[src/ddr3_odt_cfg.svh]
// half-rate controller only; hold lengths are in memory clocks and must be even
`ifndef DDR3_ODT_CFG_SVH
`define DDR3_ODT_CFG_SVH

// data words per controller clock, two memory clocks per controller clock
`define ODT_DWIDTH_RATIO 4

// ODT high time in memory clocks for a full BL8 burst
`define ODT_HOLD_BL8 6

// ODT high time in memory clocks for a chopped BC4 burst
`define ODT_HOLD_BC4 4

// width of the tcl and cwl configuration fields
`define ODT_LAT_WIDTH 4

// read strobe delay line, long enough for any gap that fits in ODT_LAT_WIDTH
`define ODT_READ_PIPE_DEPTH 16

`endif
[src/ddr3_odt_cmd_pkg.sv]
// command side types; burst chop is carried as one bit beside the read or write strobe
`default_nettype none

package ddr3_odt_cmd_pkg;

    // burst type of the command that opened a window
    typedef enum logic
    {
        BURST_BL8 = 1'b0,
        BURST_BC4 = 1'b1
    } burst_t;

    // ODT level for the first and second memory clock of a controller clock
    typedef struct packed
    {
        logic odt_h;
        logic odt_l;
    } odt_phase_t;

endpackage

`default_nettype wire

[src/ddr3_odt_timing_pkg.sv]
// latency fields assume tcl >= cwl; output stage values above OUT_REG2 act as direct
`default_nettype none

`include "ddr3_odt_cfg.svh"

package ddr3_odt_timing_pkg;

    // CAS latency or CAS write latency in memory clocks
    typedef logic [`ODT_LAT_WIDTH-1:0] lat_t;

    // position inside an open ODT window, in controller clocks
    typedef logic [3:0] win_count_t;

    // number of extra register stages on the ODT outputs
    typedef enum logic [1:0]
    {
        OUT_DIRECT = 2'd0,
        OUT_REG1   = 2'd1,
        OUT_REG2   = 2'd2
    } out_stage_t;

endpackage

`default_nettype wire

[src/ddr3_odt_gen.sv]
// half rate only; configuration is quasi-static and commands must not open overlapping windows
`timescale 1ns/100ps
`default_nettype none

module ddr3_odt_gen
(
    input  wire                                  ctl_clk,
    input  wire                                  ctl_reset_n,
    input  wire ddr3_odt_timing_pkg::lat_t       cfg_tcl,
    input  wire ddr3_odt_timing_pkg::lat_t       cfg_cas_wr_lat,
    input  wire ddr3_odt_timing_pkg::out_stage_t cfg_output_regd,
    input  wire                                  bg_do_write,
    input  wire                                  bg_do_read,
    input  wire                                  bg_do_burst_chop,
    output logic                                 odt_h,
    output logic                                 odt_l
);

    logic                     read_start;
    ddr3_odt_cmd_pkg::burst_t read_chop;
    logic                     diff_odd;
    logic                     write_active;
    logic                     read_active;

    // reads are shifted by tcl - cwl since ODT latency follows cwl
    ddr3_odt_read_align read_align_i (
        .ctl_clk          (ctl_clk),
        .ctl_reset_n      (ctl_reset_n),
        .cfg_tcl          (cfg_tcl),
        .cfg_cas_wr_lat   (cfg_cas_wr_lat),
        .bg_do_read       (bg_do_read),
        .bg_do_burst_chop (bg_do_burst_chop),
        .read_start       (read_start),
        .read_chop        (read_chop),
        .diff_odd         (diff_odd)
    );

    ddr3_odt_window_counter wr_win_i (
        .ctl_clk     (ctl_clk),
        .ctl_reset_n (ctl_reset_n),
        .start       (bg_do_write),
        .chop        (ddr3_odt_cmd_pkg::burst_t'(bg_do_burst_chop)),
        .active      (write_active)
    );

    ddr3_odt_window_counter rd_win_i (
        .ctl_clk     (ctl_clk),
        .ctl_reset_n (ctl_reset_n),
        .start       (read_start),
        .chop        (read_chop),
        .active      (read_active)
    );

    ddr3_odt_phase_gen phase_gen_i (
        .ctl_clk         (ctl_clk),
        .ctl_reset_n     (ctl_reset_n),
        .cfg_output_regd (cfg_output_regd),
        .write_start     (bg_do_write),
        .read_start      (read_start),
        .write_active    (write_active),
        .read_active     (read_active),
        .diff_odd        (diff_odd),
        .odt_h           (odt_h),
        .odt_l           (odt_l)
    );

endmodule

`default_nettype wire

[src/ddr3_odt_phase_gen.sv]
// write and read windows must not overlap; odt_h is combinational from the start strobes
`timescale 1ns/100ps
`default_nettype none

module ddr3_odt_phase_gen
(
    input  wire                                    ctl_clk,
    input  wire                                    ctl_reset_n,
    input  wire ddr3_odt_timing_pkg::out_stage_t   cfg_output_regd,
    input  wire                                    write_start,
    input  wire                                    read_start,
    input  wire                                    write_active,
    input  wire                                    read_active,
    input  wire                                    diff_odd,
    output logic                                   odt_h,
    output logic                                   odt_l
);

    logic                         premux_h;
    logic                         read_h_q;
    logic                         read_active_q;
    logic                         odt_h_int;
    logic                         odt_l_q;
    ddr3_odt_cmd_pkg::odt_phase_t phase_d;
    ddr3_odt_cmd_pkg::odt_phase_t phase_r1_q;
    ddr3_odt_cmd_pkg::odt_phase_t phase_r2_q;
    ddr3_odt_cmd_pkg::odt_phase_t phase_sel;

    // high phase is on from the start cycle to the end of the window
    assign premux_h = write_start | read_start | write_active | read_active;

    always_ff @(posedge ctl_clk or negedge ctl_reset_n)
    begin
        if (!ctl_reset_n)
        begin
            read_h_q      <= 1'b0;
            read_active_q <= 1'b0;
            odt_l_q       <= 1'b0;
        end
        else
        begin
            // read only copy, one controller cycle late
            read_h_q      <= read_start | read_active;
            read_active_q <= read_active;
            // low phase trails the high phase by one memory clock pair
            odt_l_q       <= premux_h;
        end
    end

    // an odd gap pushes the read window half a cycle later, so the
    // high phase then takes the delayed copy for the whole window
    always_comb
    begin
        if (diff_odd && (read_start || read_active_q))
        begin
            odt_h_int = read_h_q;
        end
        else
        begin
            odt_h_int = premux_h;
        end
    end

    assign phase_d.odt_h = odt_h_int;
    assign phase_d.odt_l = odt_l_q;

    always_ff @(posedge ctl_clk or negedge ctl_reset_n)
    begin
        if (!ctl_reset_n)
        begin
            phase_r1_q <= '0;
            phase_r2_q <= '0;
        end
        else
        begin
            phase_r1_q <= phase_d;
            phase_r2_q <= phase_r1_q;
        end
    end

    always_comb
    begin
        case (cfg_output_regd)
            ddr3_odt_timing_pkg::OUT_REG1: phase_sel = phase_r1_q;
            ddr3_odt_timing_pkg::OUT_REG2: phase_sel = phase_r2_q;
            default:                       phase_sel = phase_d;
        endcase
    end

    assign odt_h = phase_sel.odt_h;
    assign odt_l = phase_sel.odt_l;

endmodule

`default_nettype wire

[src/ddr3_odt_window_counter.sv]
// a start strobe inside an open window restarts it; burst type is taken at the start only
`timescale 1ns/100ps
`default_nettype none

`include "ddr3_odt_cfg.svh"

module ddr3_odt_window_counter
(
    input  wire                           ctl_clk,
    input  wire                           ctl_reset_n,
    input  wire                           start,
    input  wire ddr3_odt_cmd_pkg::burst_t chop,
    output logic                          active
);

    // last count of the window in controller clocks, start cycle not counted
    localparam ddr3_odt_timing_pkg::win_count_t LIMIT_BL8 =
        ddr3_odt_timing_pkg::win_count_t'(`ODT_HOLD_BL8 / (`ODT_DWIDTH_RATIO / 2) - 1);
    localparam ddr3_odt_timing_pkg::win_count_t LIMIT_BC4 =
        ddr3_odt_timing_pkg::win_count_t'(`ODT_HOLD_BC4 / (`ODT_DWIDTH_RATIO / 2) - 1);

    ddr3_odt_cmd_pkg::burst_t       burst_q;
    ddr3_odt_timing_pkg::win_count_t count_q;
    ddr3_odt_timing_pkg::win_count_t count_limit;

    assign count_limit = (burst_q == ddr3_odt_cmd_pkg::BURST_BC4) ? LIMIT_BC4 : LIMIT_BL8;
    assign active      = |count_q;

    always_ff @(posedge ctl_clk or negedge ctl_reset_n)
    begin
        if (!ctl_reset_n)
        begin
            burst_q <= ddr3_odt_cmd_pkg::BURST_BL8;
            count_q <= '0;
        end
        else if (start)
        begin
            burst_q <= chop;
            count_q <= ddr3_odt_timing_pkg::win_count_t'(1);
        end
        else if (count_q >= count_limit)
        begin
            count_q <= '0;
        end
        else if (count_q != '0)
        begin
            count_q <= count_q + ddr3_odt_timing_pkg::win_count_t'(1);
        end
    end

endmodule

`default_nettype wire

[src/ddr3_odt_read_align.sv]
// assumes tcl >= cwl with a gap below 16; latency settings need 4 cycles to take effect
`timescale 1ns/100ps
`default_nettype none

`include "ddr3_odt_cfg.svh"

module ddr3_odt_read_align
(
    input  wire                             ctl_clk,
    input  wire                             ctl_reset_n,
    input  wire ddr3_odt_timing_pkg::lat_t  cfg_tcl,
    input  wire ddr3_odt_timing_pkg::lat_t  cfg_cas_wr_lat,
    input  wire                             bg_do_read,
    input  wire                             bg_do_burst_chop,
    output logic                            read_start,
    output ddr3_odt_cmd_pkg::burst_t        read_chop,
    output logic                            diff_odd
);

    // gaps below one controller clock need no delay line at all
    localparam int PIPE_THRESHOLD = `ODT_DWIDTH_RATIO / 2;

    ddr3_odt_timing_pkg::lat_t       diff_q;
    ddr3_odt_timing_pkg::lat_t       tap_next;
    ddr3_odt_timing_pkg::lat_t       tap_sel_q;
    logic                            gap_small_q;
    logic [`ODT_READ_PIPE_DEPTH-1:0] read_pipe_q;
    logic [`ODT_READ_PIPE_DEPTH-1:0] chop_pipe_q;

    // delay is gap/2 rounded up; tap 0 already holds one cycle of delay
    assign tap_next = (diff_q >> 1) + ddr3_odt_timing_pkg::lat_t'(diff_q[0])
                      - ddr3_odt_timing_pkg::lat_t'(1);

    always_ff @(posedge ctl_clk or negedge ctl_reset_n)
    begin
        if (!ctl_reset_n)
        begin
            diff_q      <= '0;
            diff_odd    <= 1'b0;
            gap_small_q <= 1'b0;
            tap_sel_q   <= '0;
        end
        else
        begin
            diff_q      <= cfg_tcl - cfg_cas_wr_lat;
            // odd number of memory clocks means a half controller cycle shift
            diff_odd    <= diff_q[0];
            gap_small_q <= (diff_q < ddr3_odt_timing_pkg::lat_t'(PIPE_THRESHOLD));
            if (diff_q < ddr3_odt_timing_pkg::lat_t'(PIPE_THRESHOLD))
            begin
                tap_sel_q <= '0;
            end
            else
            begin
                tap_sel_q <= tap_next;
            end
        end
    end

    // read strobe and its chop bit travel together down the delay line
    always_ff @(posedge ctl_clk or negedge ctl_reset_n)
    begin
        if (!ctl_reset_n)
        begin
            read_pipe_q <= '0;
            chop_pipe_q <= '0;
        end
        else
        begin
            read_pipe_q <= {read_pipe_q[`ODT_READ_PIPE_DEPTH-2:0], bg_do_read};
            chop_pipe_q <= {chop_pipe_q[`ODT_READ_PIPE_DEPTH-2:0], bg_do_burst_chop};
        end
    end

    always_comb
    begin
        if (gap_small_q)
        begin
            read_start = bg_do_read;
            read_chop  = ddr3_odt_cmd_pkg::burst_t'(bg_do_burst_chop);
        end
        else
        begin
            read_start = read_pipe_q[tap_sel_q];
            read_chop  = ddr3_odt_cmd_pkg::burst_t'(chop_pipe_q[tap_sel_q]);
        end
    end

endmodule

`default_nettype wire

[config.mk]
export PLATFORM = sky130hd
export DESIGN_NAME = ddr3_odt_gen
export DESIGN_NICKNAME = d
export VERILOG_FILES = /design/src/ddr3_odt_cmd_pkg.sv /design/src/ddr3_odt_timing_pkg.sv /design/src/ddr3_odt_gen.sv /design/src/ddr3_odt_phase_gen.sv /design/src/ddr3_odt_window_counter.sv /design/src/ddr3_odt_read_align.sv
export VERILOG_INCLUDE_DIRS = /design/src
export SDC_FILE = /design/constraint.sdc
export NUM_CORES = 1
export LEC_CHECK = 0
export BUFFER_PORTS_ARGS = -buffer_cell sky130_fd_sc_hd__buf_2
export CAP_MARGIN = 30
export CORE_AREA = 2 2 71 86
export DETAILED_ROUTE_END_ITERATION = 7
export DIE_AREA = 0 0 73 88
export PLACE_DENSITY = 0.6
export SLEW_MARGIN = 20
export SYNTH_ARGS = -nofsm -noshare
export SYNTH_HDL_FRONTEND = slang
export SYNTH_SLANG_ARGS = --single-unit
[constraint.sdc]
create_clock -name ctl_clk -period 2.8 [get_ports ctl_clk]
set_clock_uncertainty 0.1 [all_clocks]
set_input_delay 0.14 -clock ctl_clk [delete_from_list [all_inputs] [get_ports ctl_clk]]
set_output_delay 0.14 -clock ctl_clk [all_outputs]
set_load 0.02 [all_outputs]
==> tab_implementation.tex, run 1 <==
\begin{tabular}{lr}
\hline
Metric & Value \\
\hline
\multicolumn{2}{l}{\textbf{Outcome}} \\
Result of the run & completed \\
\multicolumn{2}{l}{\textbf{Worst hold path}} \\
Worst Hold Class & primary input to flop \\
\multicolumn{2}{l}{\textbf{Logic synthesis}} \\
Average footprint of a synthesized cell & about 14 um\^{}2 \\
Post-Synthesis Cell Area & 0.00244 mm\^{}2 \\
Area share of xor/xnor cells in the synthesized design & 0.0252 \\
Top cell type's share of synthesized area & 0.606 \\
Cells after synthesis & 175 \\
Simple-Gate Fraction of Synth Area & 0.0719 \\
Top cells by area, synth & sky130\_fd\_sc\_hd\_\_dfrtp\_1 (61\%), sky130\_fd\_sc\_hd\_\_ha\_1 (7.7\%), sky130\_fd\_sc\_hd\_\_mux4\_1 (4.3\%) \\
Share of synthesized area spent on multiplexers & 0.123 \\
Dominant combinational cell family by area after synthesis & multiplexers \\
Number of synthesized flops with an enable pin & 0 \\
Adder and majority cell fraction of the synthesized area & 0.0853 \\
Share of synthesized registers carrying an async set or reset & 1.00 \\
Predominant post-synthesis flop cell & sky130\_fd\_sc\_hd\_\_dfrtp\_1 \\
Count of unique library cells instantiated by Yosys & 33 \\
Synth area leader & sky130\_fd\_sc\_hd\_\_dfrtp\_1 \\
Synth Register Bits & 59 \\
Yosys warns & 0 \\
Compound-cell area share of the yosys netlist & 0.0437 \\
Share of synthesized area occupied by flip-flops and latches & 0.606 \\
\multicolumn{2}{l}{\textbf{Setup path}} \\
Worst R2R Path Depth & 5 \\
Critical path class & flop to output port \\
R2r setup slk & around 730 ps \\
Worst setup path start & read\_align\_i.tap\_sel\_q[0] \\
Setup crit end & odt\_h \\
RR Startpoint & read\_align\_i.tap\_sel\_q[0] \\
End of the worst register-to-register path & rd\_win\_i.burst\_q \\
Endpoint required time on the critical path & approximately 2600 ps \\
Largest fanout of any net on the critical path & 7 \\
Data arrival time of the critical path & 2410 ps \\
CP Launch Type & flop \\
Setup crit end kind & output port \\
\multicolumn{2}{l}{\textbf{CTS}} \\
Clock Tree Root & sky130\_fd\_sc\_hd\_\_clkbuf\_8 \\
TritonCTS buffer count & 9 \\
Count of buffers added by post-CTS timing repair for setup & 0 \\
Number of buffers between clock root and the deepest sink & 2 \\
H-tree lvl count & 3 \\
Clk sinks & 59 \\
Number of hold-repair buffers added at the cts stage & 5 \\
Register clock-pin slew on the reported worst setup and hold paths & 60 ps \\
Post-cts resize count & 0 \\
Clock latency on the worst-skew pair & 320 ps \\
Clock tree from TritonCTS & done \\
\multicolumn{2}{l}{\textbf{Placed design}} \\
Hpwl dp & 2880 um \\
Pre-CTS setup slack & around 480 ps \\
Final estimated routing congestion in global placement & 0.758 \\
IO buf count & 16 \\
\multicolumn{2}{l}{\textbf{Cells and area}} \\
P\&R area growth vs syn & 16.1\% \\
Count of inserted antenna diode cells & 0 \\
Final design utilization & 0.506 \\
Share of final-layout standard cells stronger than drive strength 1 & 0.197 \\
Most frequent standard cell in the layout excluding fill and tap cells & sky130\_fd\_sc\_hd\_\_dfrtp\_1 \\
Leading cell types in the layout, fill and taps excluded & sky130\_fd\_sc\_hd\_\_dfrtp\_1 (59), sky130\_fd\_sc\_hd\_\_inv\_1 (22), sky130\_fd\_sc\_hd\_\_buf\_2 (16), sky130\_fd\_sc\_hd\_\_ha\_1 (15), sky130\_fd\_sc\_hd\_\_clkbuf\_8 (12) \\
Fill count & 486 \\
Nets@finish & 240 \\
\multicolumn{2}{l}{\textbf{Global route}} \\
Number of global-route vias before repair & 1587 \\
Total grt overflow & 0 \\
First-pass GRT wire length & 7010 um \\
Maximum number of pins on one net before global-route repair & 29 \\
Overall Global Routing Usage & 0.149 \\
Initial antenna violation count & 0 \\
\multicolumn{2}{l}{\textbf{Power}} \\
Power density over the cells & 766 mW/mm\^{}2 \\
VDD IR-drop max & 0.303 mV \\
Static Leakage & 1.33 nW \\
\multicolumn{2}{l}{\textbf{Routing}} \\
Number of nets with antenna violations after detailed routing & 0 \\
Number of detailed-route iterations in the first pass & 4 \\
Detailed-route vias per instance & $\sim$5 \\
Initial DRC count & 72 \\
DRC violation count after routing & 0 \\
Number of vias after detailed routing & approximately 1400 \\
DR WL/cell & about 14 um \\
Total Wirelength & 3950 um \\
\multicolumn{2}{l}{\textbf{Timing}} \\
Highest achievable clock rate & between 300 and 400 MHz \\
Final period util & 0.946 \\
Final worst hold slack & 23.8 ps \\
Time the worst path needs with I/O delays and setup & 2650 ps \\
Accumulated negative setup slack & 0 ps \\
Setup slack of the critical path after layout & 150 ps \\
Number of hold violations in the final report & 0 \\
Unrepaired setup endpoints after global routing & false \\
Number of pins with negative max-slew slack in the final report & 0 \\
Count of endpoints failing setup in the final report & 0 \\
\multicolumn{2}{l}{\textbf{Floorplan}} \\
IO Pins & 17 \\
Floorplan Core Area & 0.00559 mm\^{}2 \\
Die width & 73 um \\
Height of the chip & 88 um \\
Initial core utilization & 0.436 \\
Number of cell rows & 30 \\
Die footprint & 0.00642 mm\^{}2 \\
\multicolumn{2}{l}{\textbf{Run}} \\
Maximum capacitance violations & 0 \\
\hline
\end{tabular}
cells by family (layout without fill, tap and decap cells):
| family | Yosys count | in the layout |
|---|---|---|
| simple gates | 33 | 33 |
| flops | 59 | 59 |
| compound gates | 16 | 16 |
| fa+ha+maj | 16 | 16 |
| other cells | 1 | 2 |
| mux | 19 | 19 |
| buf+inv | 24 | 61 |
| xor+xnor | 7 | 7 |
cell usage after synthesis, types with 2 or more instances:
| master | instances |
|---|---|
| sky130_fd_sc_hd__inv_1 | 22 |
| sky130_fd_sc_hd__nor2_1 | 6 |
| sky130_fd_sc_hd__xnor2_1 | 6 |
| sky130_fd_sc_hd__nor3b_1 | 4 |
| sky130_fd_sc_hd__mux2_2 | 2 |
| sky130_fd_sc_hd__ha_1 | 15 |
| sky130_fd_sc_hd__mux4_2 | 3 |
| sky130_fd_sc_hd__nor2b_1 | 2 |
| sky130_fd_sc_hd__o21ai_0 | 4 |
| sky130_fd_sc_hd__mux4_1 | 4 |
| sky130_fd_sc_hd__buf_6 | 2 |
| sky130_fd_sc_hd__mux2i_1 | 9 |
| sky130_fd_sc_hd__a21oi_1 | 4 |
| sky130_fd_sc_hd__dfrtp_1 | 59 |
| sky130_fd_sc_hd__nand3_1 | 2 |
| sky130_fd_sc_hd__nand2_1 | 9 |
| sky130_fd_sc_hd__nor3_1 | 6 |
worst max-delay path, cell delays in order (launching register included):
cell	delay [ps]
sky130_fd_sc_hd__dfrtp_1	570
sky130_fd_sc_hd__mux4_2	560
sky130_fd_sc_hd__mux2i_1	160
sky130_fd_sc_hd__nand2_1	120
sky130_fd_sc_hd__o2111a_1	280
sky130_fd_sc_hd__o31ai_2	210
sky130_fd_sc_hd__buf_2	190
worst min path at each step:
stage | to | cells after the start | slack (ps) | start
floorplan | phase_gen_i.odt_l_q | 0 | -260 | ctl_reset_n
global placement | read_align_i.read_pipe_q[12] | 1 | -80 | ctl_reset_n
detailed placement | read_align_i.read_pipe_q[11] | 1 | -70 | ctl_reset_n
CTS | read_align_i.diff_q[3] | 3 | 10 | cfg_tcl[3]
global route | read_align_i.diff_q[3] | 3 | 20 | cfg_cas_wr_lat[3]
finish | read_align_i.diff_q[3] | 3 | 20 | cfg_tcl[3]
per-stage QoR:
stage | total power, mW | std cells | area (um^2)
floorplan | 1.38 | 176 | 2440
global placement | 1.47 | 257 | 2600
finish | 2.17 | 277 | 2830
detailed placement | 1.50 | 257 | 2600
CTS | 2.20 | 277 | 2830
global route | 2.30 | 277 | 2830
power breakdown:
| part | total (mW) | leakage [nW] | internal, mW | switching, mW |
|---|---|---|---|---|
| Combinational | 0.439 | 0.556 | 0.238 | 0.201 |
| Clock | 0.685 | 0.0953 | 0.386 | 0.299 |
| Sequential | 1.04 | 0.683 | 0.943 | 0.100 |
sequential cells by signal, summed over array words and instances, names as in the netlist:
| signal | count |
|---|---|
| wr_win_i.count_q | 4 |
| rd_win_i.count_q | 4 |
| read_align_i.tap_sel_q | 4 |
| phase_gen_i.phase_r1_q | 2 |
| read_align_i.gap_small_q | 1 |
| rd_win_i.burst_q | 1 |
| read_align_i.diff_q | 4 |
| wr_win_i.burst_q | 1 |
| read_align_i.read_pipe_q | 16 |
| phase_gen_i.odt_l_q | 1 |
| read_align_i.chop_pipe_q | 16 |
| phase_gen_i.read_active_q | 1 |
| phase_gen_i.read_h_q | 1 |
| phase_gen_i.phase_r2_q | 2 |
| read_align_i.diff_odd | 1 |
layout make-up:
| class | instances | area (um^2) | area share |
|---|---|---|---|
| clock buffer | 13 | 169 | 0.0597 |
| clock inverter | 2 | 10.0 | 0.00354 |
| inverter | 22 | 82.6 | 0.0292 |
| multi-input combinational | 93 | 858 | 0.303 |
| sequential | 59 | 1480 | 0.522 |
| tap | 64 | 80.1 | 0.0283 |
| timing repair buffer | 24 | 153 | 0.0540 |
per-layer routing:
| layer | global-route usage | share of wire | vias to the layer above |
|---|---|---|---|
| li1 | - | - | 660 |
| met1 | 0.169 | 0.42 | 694 |
| met2 | 0.249 | 0.52 | 26 |
| met3 | 0.0380 | 0.029 | 9 |
| met4 | 0.0909 | 0.026 | 0 |
| met5 | 0 | 0 | - |
Note: power is estimated with default switching activity, not from simulation.
==> inputs of run 2 (changes only) <==
CELL_PAD_IN_SITES_DETAIL_PLACEMENT = 1   (was unset)
CELL_PAD_IN_SITES_GLOBAL_PLACEMENT = 1   (was unset)
PLACE_DENSITY = 0.69   (was 0.6)
SLEW_MARGIN = 40   (was 20)
==> run 2 against run 1 <==
  * Via count is 3.7% higher
  * Final cell count is 0.36% higher
  * Critical endpoint unchanged
  * Fmax is 3.3% higher
  * Sequential share of layout area is 0.48 points lower
  * Sequential power hardly changed
  * Die area stayed put
  * Clock-buffer cell count is 3 lower
  * Combinational power is 2% higher
  * Utilization is 0.51 points higher
  * Largest power group unchanged
  * Clock power is 13% higher
  * Global-route usage is 1.8 points higher
==> tab_implementation.tex, run 2 (synthesis results as in run 1) <==
\begin{tabular}{lr}
\hline
Metric & Value \\
\hline
\multicolumn{2}{l}{\textbf{Cells and area}} \\
Nets@finish & 240 \\
Most frequent standard cell in the layout excluding fill and tap cells & sky130\_fd\_sc\_hd\_\_dfrtp\_1 \\
Count of inserted antenna diode cells & 0 \\
P\&R area growth vs syn & 17.3\% \\
Count of placed standard cells in the final layout, fillers left out & $\sim$280 \\
Share of final-layout standard cells stronger than drive strength 1 & 0.206 \\
Leading cell types in the layout, fill and taps excluded & sky130\_fd\_sc\_hd\_\_dfrtp\_1 (58), sky130\_fd\_sc\_hd\_\_inv\_1 (22), sky130\_fd\_sc\_hd\_\_ha\_1 (15), sky130\_fd\_sc\_hd\_\_buf\_2 (15), sky130\_fd\_sc\_hd\_\_clkbuf\_8 (10) \\
Top Registers & read\_align\_i.chop\_pipe\_q x16, read\_align\_i.read\_pipe\_q x16 \\
\multicolumn{2}{l}{\textbf{Setup path}} \\
Slowest-stage cell, CP & sky130\_fd\_sc\_hd\_\_nor3b\_1 \\
Largest fanout of any net on the critical path & 3 \\
Endpoint required time on the critical path & 2560 ps \\
Critical path class & flop to output port \\
Worst R2R Path Depth & 5 \\
Cell Chain, Critical Path & inv\_1 > ha\_1 > nor3b\_1 > nor2b\_1 > nand3\_1 > a31oi\_1 > o31ai\_2 > buf\_2 \\
CP Launch Type & flop \\
Setup crit end kind & output port \\
Data arrival time of the critical path & 2330 ps \\
CP max stage delay & around 440 ps \\
\multicolumn{2}{l}{\textbf{Timing}} \\
Highest achievable clock rate & 390 MHz \\
Final period util & 0.916 \\
Number of hold violations in the final report & 0 \\
Number of pins with negative max-slew slack in the final report & 0 \\
Time the worst path needs with I/O delays and setup & 2570 ps \\
Unrepaired setup endpoints after global routing & false \\
Accumulated negative setup slack & 0 ps \\
Count of endpoints failing setup in the final report & 0 \\
\multicolumn{2}{l}{\textbf{Placed design}} \\
Hpwl dp & 3290 um \\
Total instance count after detailed placement & roughly 260 \\
IO buf count & 16 \\
Final estimated routing congestion in global placement & 0.823 \\
\multicolumn{2}{l}{\textbf{Routing}} \\
DRC violation count after routing & 0 \\
Number of detailed-route iterations in the first pass & 4 \\
Initial DRC count & 41 \\
Number of vias after detailed routing & 1441 \\
DR WL/cell & 16.0 um \\
Number of nets with antenna violations after detailed routing & 0 \\
Total Wirelength & 4450 um \\
Detailed-route vias per instance & a little over 5 \\
\multicolumn{2}{l}{\textbf{Floorplan}} \\
Height of the chip & 88 um \\
Die footprint & 0.00642 mm\^{}2 \\
IO Pins & 17 \\
Floorplan Core Area & between 0.005 and 0.006 mm\^{}2 \\
Die width & 73 um \\
Initial core utilization & 0.436 \\
Number of cell rows & 30 \\
\multicolumn{2}{l}{\textbf{Global route}} \\
Overall Global Routing Usage & 0.167 \\
Maximum number of pins on one net before global-route repair & 36 \\
Number of global-route vias before repair & around 1700 \\
First-pass GRT wire length & 7760 um \\
Total grt overflow & 0 \\
Initial antenna violation count & 0 \\
\multicolumn{2}{l}{\textbf{Run}} \\
Maximum capacitance violations & 0 \\
\multicolumn{2}{l}{\textbf{Worst hold path}} \\
Worst Hold Class & primary input to flop \\
Cells on Worst Hold Path & 3 \\
\multicolumn{2}{l}{\textbf{CTS}} \\
Register clock-pin slew on the reported worst setup and hold paths & around 70 ps \\
Clk sinks & 59 \\
Number of buffers between clock root and the deepest sink & 2 \\
Clock Tree Root & sky130\_fd\_sc\_hd\_\_clkbuf\_8 \\
Clock latency on the worst-skew pair & approximately 340 ps \\
H-tree lvl count & 3 \\
Clock tree from TritonCTS & done \\
TritonCTS buffer count & 9 \\
\multicolumn{2}{l}{\textbf{Outcome}} \\
Result of the run & completed \\
\multicolumn{2}{l}{\textbf{Power}} \\
Static Leakage & 1.34 nW \\
Power density over the cells & slightly below 800 mW/mm\^{}2 \\
VDD IR-drop max & 0.246 mV \\
\hline
\end{tabular}
==> run 2: worst max-delay path, delay by kind of cell, from the launching register on <==
kind	cells	cell delay, ps
AO/OA/AOI/OAI	2	300
AND/OR/NAND/NOR	3	840
flip-flops	1	380
buffers and inverters	2	280
adder cells (fa/ha/maj)	1	180
==> run 2: what timing repair did <==
action | in CTS | in global routing
hold endpoints to repair | 41 | 0
hold buffers | 6 | 0
setup buffers | 0 | 0
resized for setup | 0 | 1
setup endpoints to repair | 0 | 1
==> run 2: layer usage <==
| layer | up-vias | track usage | routed length, um |
|---|---|---|---|
| li1 | 667 | - | - |
| met1 | 740 | 0.187 | 1770 |
| met2 | 24 | 0.287 | 2410 |
| met3 | 10 | 0.0552 | 173 |
| met4 | 0 | 0.0758 | 99 |
| met5 | - | 0 | 0 |
==> run 2: worst paths after layout <==
check | start | to | slack (ps)
max | wr_win_i.count_q[0] | odt_h | 230
min | cfg_cas_wr_lat[3] | read_align_i.diff_q[3] | 4
max reg2reg | read_align_i.tap_sel_q[1] | rd_win_i.burst_q | 670
min reg2reg | read_align_i.chop_pipe_q[10] | read_align_i.chop_pipe_q[11] | 270
max in group asynchronous | ctl_reset_n | read_align_i.tap_sel_q[0] | 1700
min in group asynchronous | ctl_reset_n | read_align_i.chop_pipe_q[15] | 190
==> run 2: final cells by class <==
class                           count  area [um^2]
Tap cell                           64         80.1
Inverter                           22         82.6
Clock buffer                       10          138
Timing Repair Buffer               24          158
Fill cell                         584         2740
Clock inverter                      6         63.8
Sequential cell                    59         1480
Multi-Input combinational cell     93          858
==> run 2: stage by stage <==
| step | hold WS, ps | utilization | setup WS [ps] | power [mW] | cell area [um^2] |
|---|---|---|---|---|---|
| after CTS | 0.880 | 0.510 | 79.5 | 2.31 | 2850 |
| final | 3.75 | 0.511 | 235 | 2.27 | 2860 |
| after detailed placement | 159 | 0.464 | 460 | 1.51 | 2590 |
| after global routing | 20.7 | 0.511 | 50.5 | 2.41 | 2860 |
| after floorplan | -256 | - | 727 | 1.38 | 2440 |
| after global placement | 133 | 0.464 | 512 | 1.47 | 2590 |
==> run 2: power by group <==
| group | switching [mW] | total, mW | leakage, nW | internal, mW |
|---|---|---|---|---|
| registers | 0.104 | 1.05 | 0.682 | 0.944 |
| logic | 0.209 | 0.446 | 0.556 | 0.237 |
| clock network | 0.342 | 0.776 | 0.0987 | 0.434 |
==> inputs of run 3 (changes only) <==
HOLD_SLACK_MARGIN = 0.03   (was unset)
==> run 3 against run 2 <==
  * Critical path depth unchanged
  * Combinational power about the same
  * Register-to-register slack about the same
  * Utilization increased by 0.18 points
  * Largest cell class unchanged
  * Design area increased by 0.35%
  * First-iteration DRC count increased by 37%
  * Fmax about the same
  * Highest routed layer unchanged
==> tab_implementation.tex, run 3 (synthesis results as in run 1) <==
\begin{tabular}{lr}
\hline
Metric & Value \\
\hline
\multicolumn{2}{l}{\textbf{Cells and area}} \\
Top Registers & read\_align\_i.chop\_pipe\_q x16, read\_align\_i.read\_pipe\_q x16 \\
Count of inserted antenna diode cells & 0 \\
Fill count & between 500 and 600 \\
Leading cell types in the layout, fill and taps excluded & sky130\_fd\_sc\_hd\_\_dfrtp\_1 (58), sky130\_fd\_sc\_hd\_\_inv\_1 (22), sky130\_fd\_sc\_hd\_\_ha\_1 (15), sky130\_fd\_sc\_hd\_\_buf\_2 (15), sky130\_fd\_sc\_hd\_\_clkbuf\_8 (10) \\
Share of final-layout standard cells stronger than drive strength 1 & 0.205 \\
Most frequent standard cell in the layout excluding fill and tap cells & sky130\_fd\_sc\_hd\_\_dfrtp\_1 \\
Nets@finish & around 240 \\
Final design utilization & 0.513 \\
P\&R area growth vs syn & 17.7\% \\
\multicolumn{2}{l}{\textbf{CTS}} \\
H-tree lvl count & 3 \\
Clock tree from TritonCTS & done \\
Clk sinks & 59 \\
Clock Tree Root & sky130\_fd\_sc\_hd\_\_clkbuf\_8 \\
Clock latency on the worst-skew pair & 340 ps \\
Register clock-pin slew on the reported worst setup and hold paths & 60 ps \\
Count of buffers added by post-CTS timing repair for setup & 0 \\
TritonCTS buffer count & 9 \\
Number of buffers between clock root and the deepest sink & 2 \\
\multicolumn{2}{l}{\textbf{Worst hold path}} \\
Worst Hold Class & primary input to flop \\
\multicolumn{2}{l}{\textbf{Global route}} \\
Maximum number of pins on one net before global-route repair & 36 \\
Initial antenna violation count & 0 \\
Total grt overflow & 0 \\
Number of global-route vias before repair & 1690 \\
First-pass GRT wire length & 7750 um \\
Overall Global Routing Usage & 0.167 \\
\multicolumn{2}{l}{\textbf{Timing}} \\
Count of endpoints failing setup in the final report & 0 \\
Time the worst path needs with I/O delays and setup & 2570 ps \\
Number of hold violations in the final report & 0 \\
Final worst hold slack & 39.7 ps \\
Unrepaired setup endpoints after global routing & false \\
Accumulated negative setup slack & 0 ps \\
Highest achievable clock rate & 390 MHz \\
Final period util & 0.916 \\
Number of pins with negative max-slew slack in the final report & 0 \\
\multicolumn{2}{l}{\textbf{Setup path}} \\
Critical path class & flop to output port \\
Largest fanout of any net on the critical path & 3 \\
Slowest-stage cell, CP & sky130\_fd\_sc\_hd\_\_nor3b\_1 \\
Endpoint required time on the critical path & roughly 2600 ps \\
Buf+Inv Stages, Crit Path & 2 \\
CP max stage delay & between 400 and 500 ps \\
Top cell family by delay on the critical path & simple AND/OR/NAND/NOR gates \\
Setup crit end kind & output port \\
Data arrival time of the critical path & 2330 ps \\
CP Launch Type & flop \\
Cell Chain, Critical Path & inv\_1 > ha\_1 > nor3b\_1 > nor2b\_1 > nand3\_1 > a31oi\_1 > o31ai\_2 > buf\_2 \\
\multicolumn{2}{l}{\textbf{Power}} \\
VDD IR-drop max & 0.248 mV \\
Static Leakage & about 1.3 nW \\
Final total power & 2.27 mW \\
Power density over the cells & 792 mW/mm\^{}2 \\
\multicolumn{2}{l}{\textbf{Routing}} \\
Number of detailed-route iterations in the first pass & 4 \\
Number of nets with antenna violations after detailed routing & 0 \\
DRC violation count after routing & 0 \\
Total Wirelength & 4450 um \\
Initial DRC count & 56 \\
DR WL/cell & between 15 and 20 um \\
Number of vias after detailed routing & 1445 \\
Detailed-route vias per instance & 5.18 \\
\multicolumn{2}{l}{\textbf{Floorplan}} \\
Die footprint & 0.00642 mm\^{}2 \\
IO Pins & 17 \\
Die width & $\sim$73 um \\
Number of cell rows & 30 \\
Floorplan Core Area & about 0.0056 mm\^{}2 \\
Initial core utilization & 0.436 \\
Height of the chip & 88 um \\
\multicolumn{2}{l}{\textbf{Run}} \\
Maximum capacitance violations & 0 \\
\multicolumn{2}{l}{\textbf{Placed design}} \\
Final estimated routing congestion in global placement & 0.823 \\
Hpwl dp & between 3000 and 4000 um \\
IO buf count & 16 \\
\multicolumn{2}{l}{\textbf{Outcome}} \\
Result of the run & completed \\
\hline
\end{tabular}
-- run 3: cell count changes in the layout (fill, tap and decap cells not counted), sizes merged --
cell         previous run  this run
dlygate4sd3             6         7
-- run 3: what timing repair did --
item	in CTS	in global routing
resized for setup	0	1
hold endpoints to repair	43	0
setup endpoints to repair	0	1
hold buffers	7	0
-- run 3: worst paths after layout --
| kind | depth (start not counted) | end | slack (ps) | start |
|---|---|---|---|---|
| min | 3 | read_align_i.diff_q[1] | 40 | cfg_cas_wr_lat[1] |
| max | 8 | odt_h | 230 | wr_win_i.count_q[0] |
| min reg2reg | 0 | read_align_i.chop_pipe_q[11] | 270 | read_align_i.chop_pipe_q[10] |
| max reg2reg | 5 | rd_win_i.burst_q | 660 | read_align_i.tap_sel_q[1] |
| min in group asynchronous | 2 | read_align_i.chop_pipe_q[15] | 190 | ctl_reset_n |
| max in group asynchronous | 3 | read_align_i.tap_sel_q[0] | 1700 | ctl_reset_n |
-- run 3: where the power goes --
group / internal, mW / switching (mW) / leakage (nW)
registers: 0.944 / 0.104 / 0.682
clock network: 0.434 / 0.342 / 0.0987
logic: 0.239 / 0.210 / 0.560
-- run 3: final cells by class --
class / count / area (um^2) / share of cell area
clock inverter: 6 / 63.8 / 0.0223
sequential: 59 / 1480 / 0.515
tap: 64 / 80.1 / 0.0279
multi-input combinational: 93 / 858 / 0.299
inverter: 22 / 82.6 / 0.0288
timing repair buffer: 25 / 168 / 0.0585
clock buffer: 10 / 138 / 0.0480
-- run 3: worst min-delay path, delay by kind of cell --
kind / cells / cell delay [ps]
buf+inv: 2 / 140
fa+ha+maj: 1 / 160
-- run 3: through the flow --
step                      instance area, um^2  setup WS, ps  instances
final                                    2870           235        279
after global routing                     2870          50.5        279
after CTS                                2860          79.5        279
after detailed placement                 2590           460        256
after global placement                   2590           512        256
after floorplan                          2440           727        176
-- run 3: metal layers --
metal  part of all wire  vias to the layer above  global-route usage
met2               0.54                       24               0.286
met3              0.039                       10              0.0552
met5                  0                        -                   0
li1                   -                      669                   -
met1               0.40                      742               0.187
met4              0.022                        0              0.0758
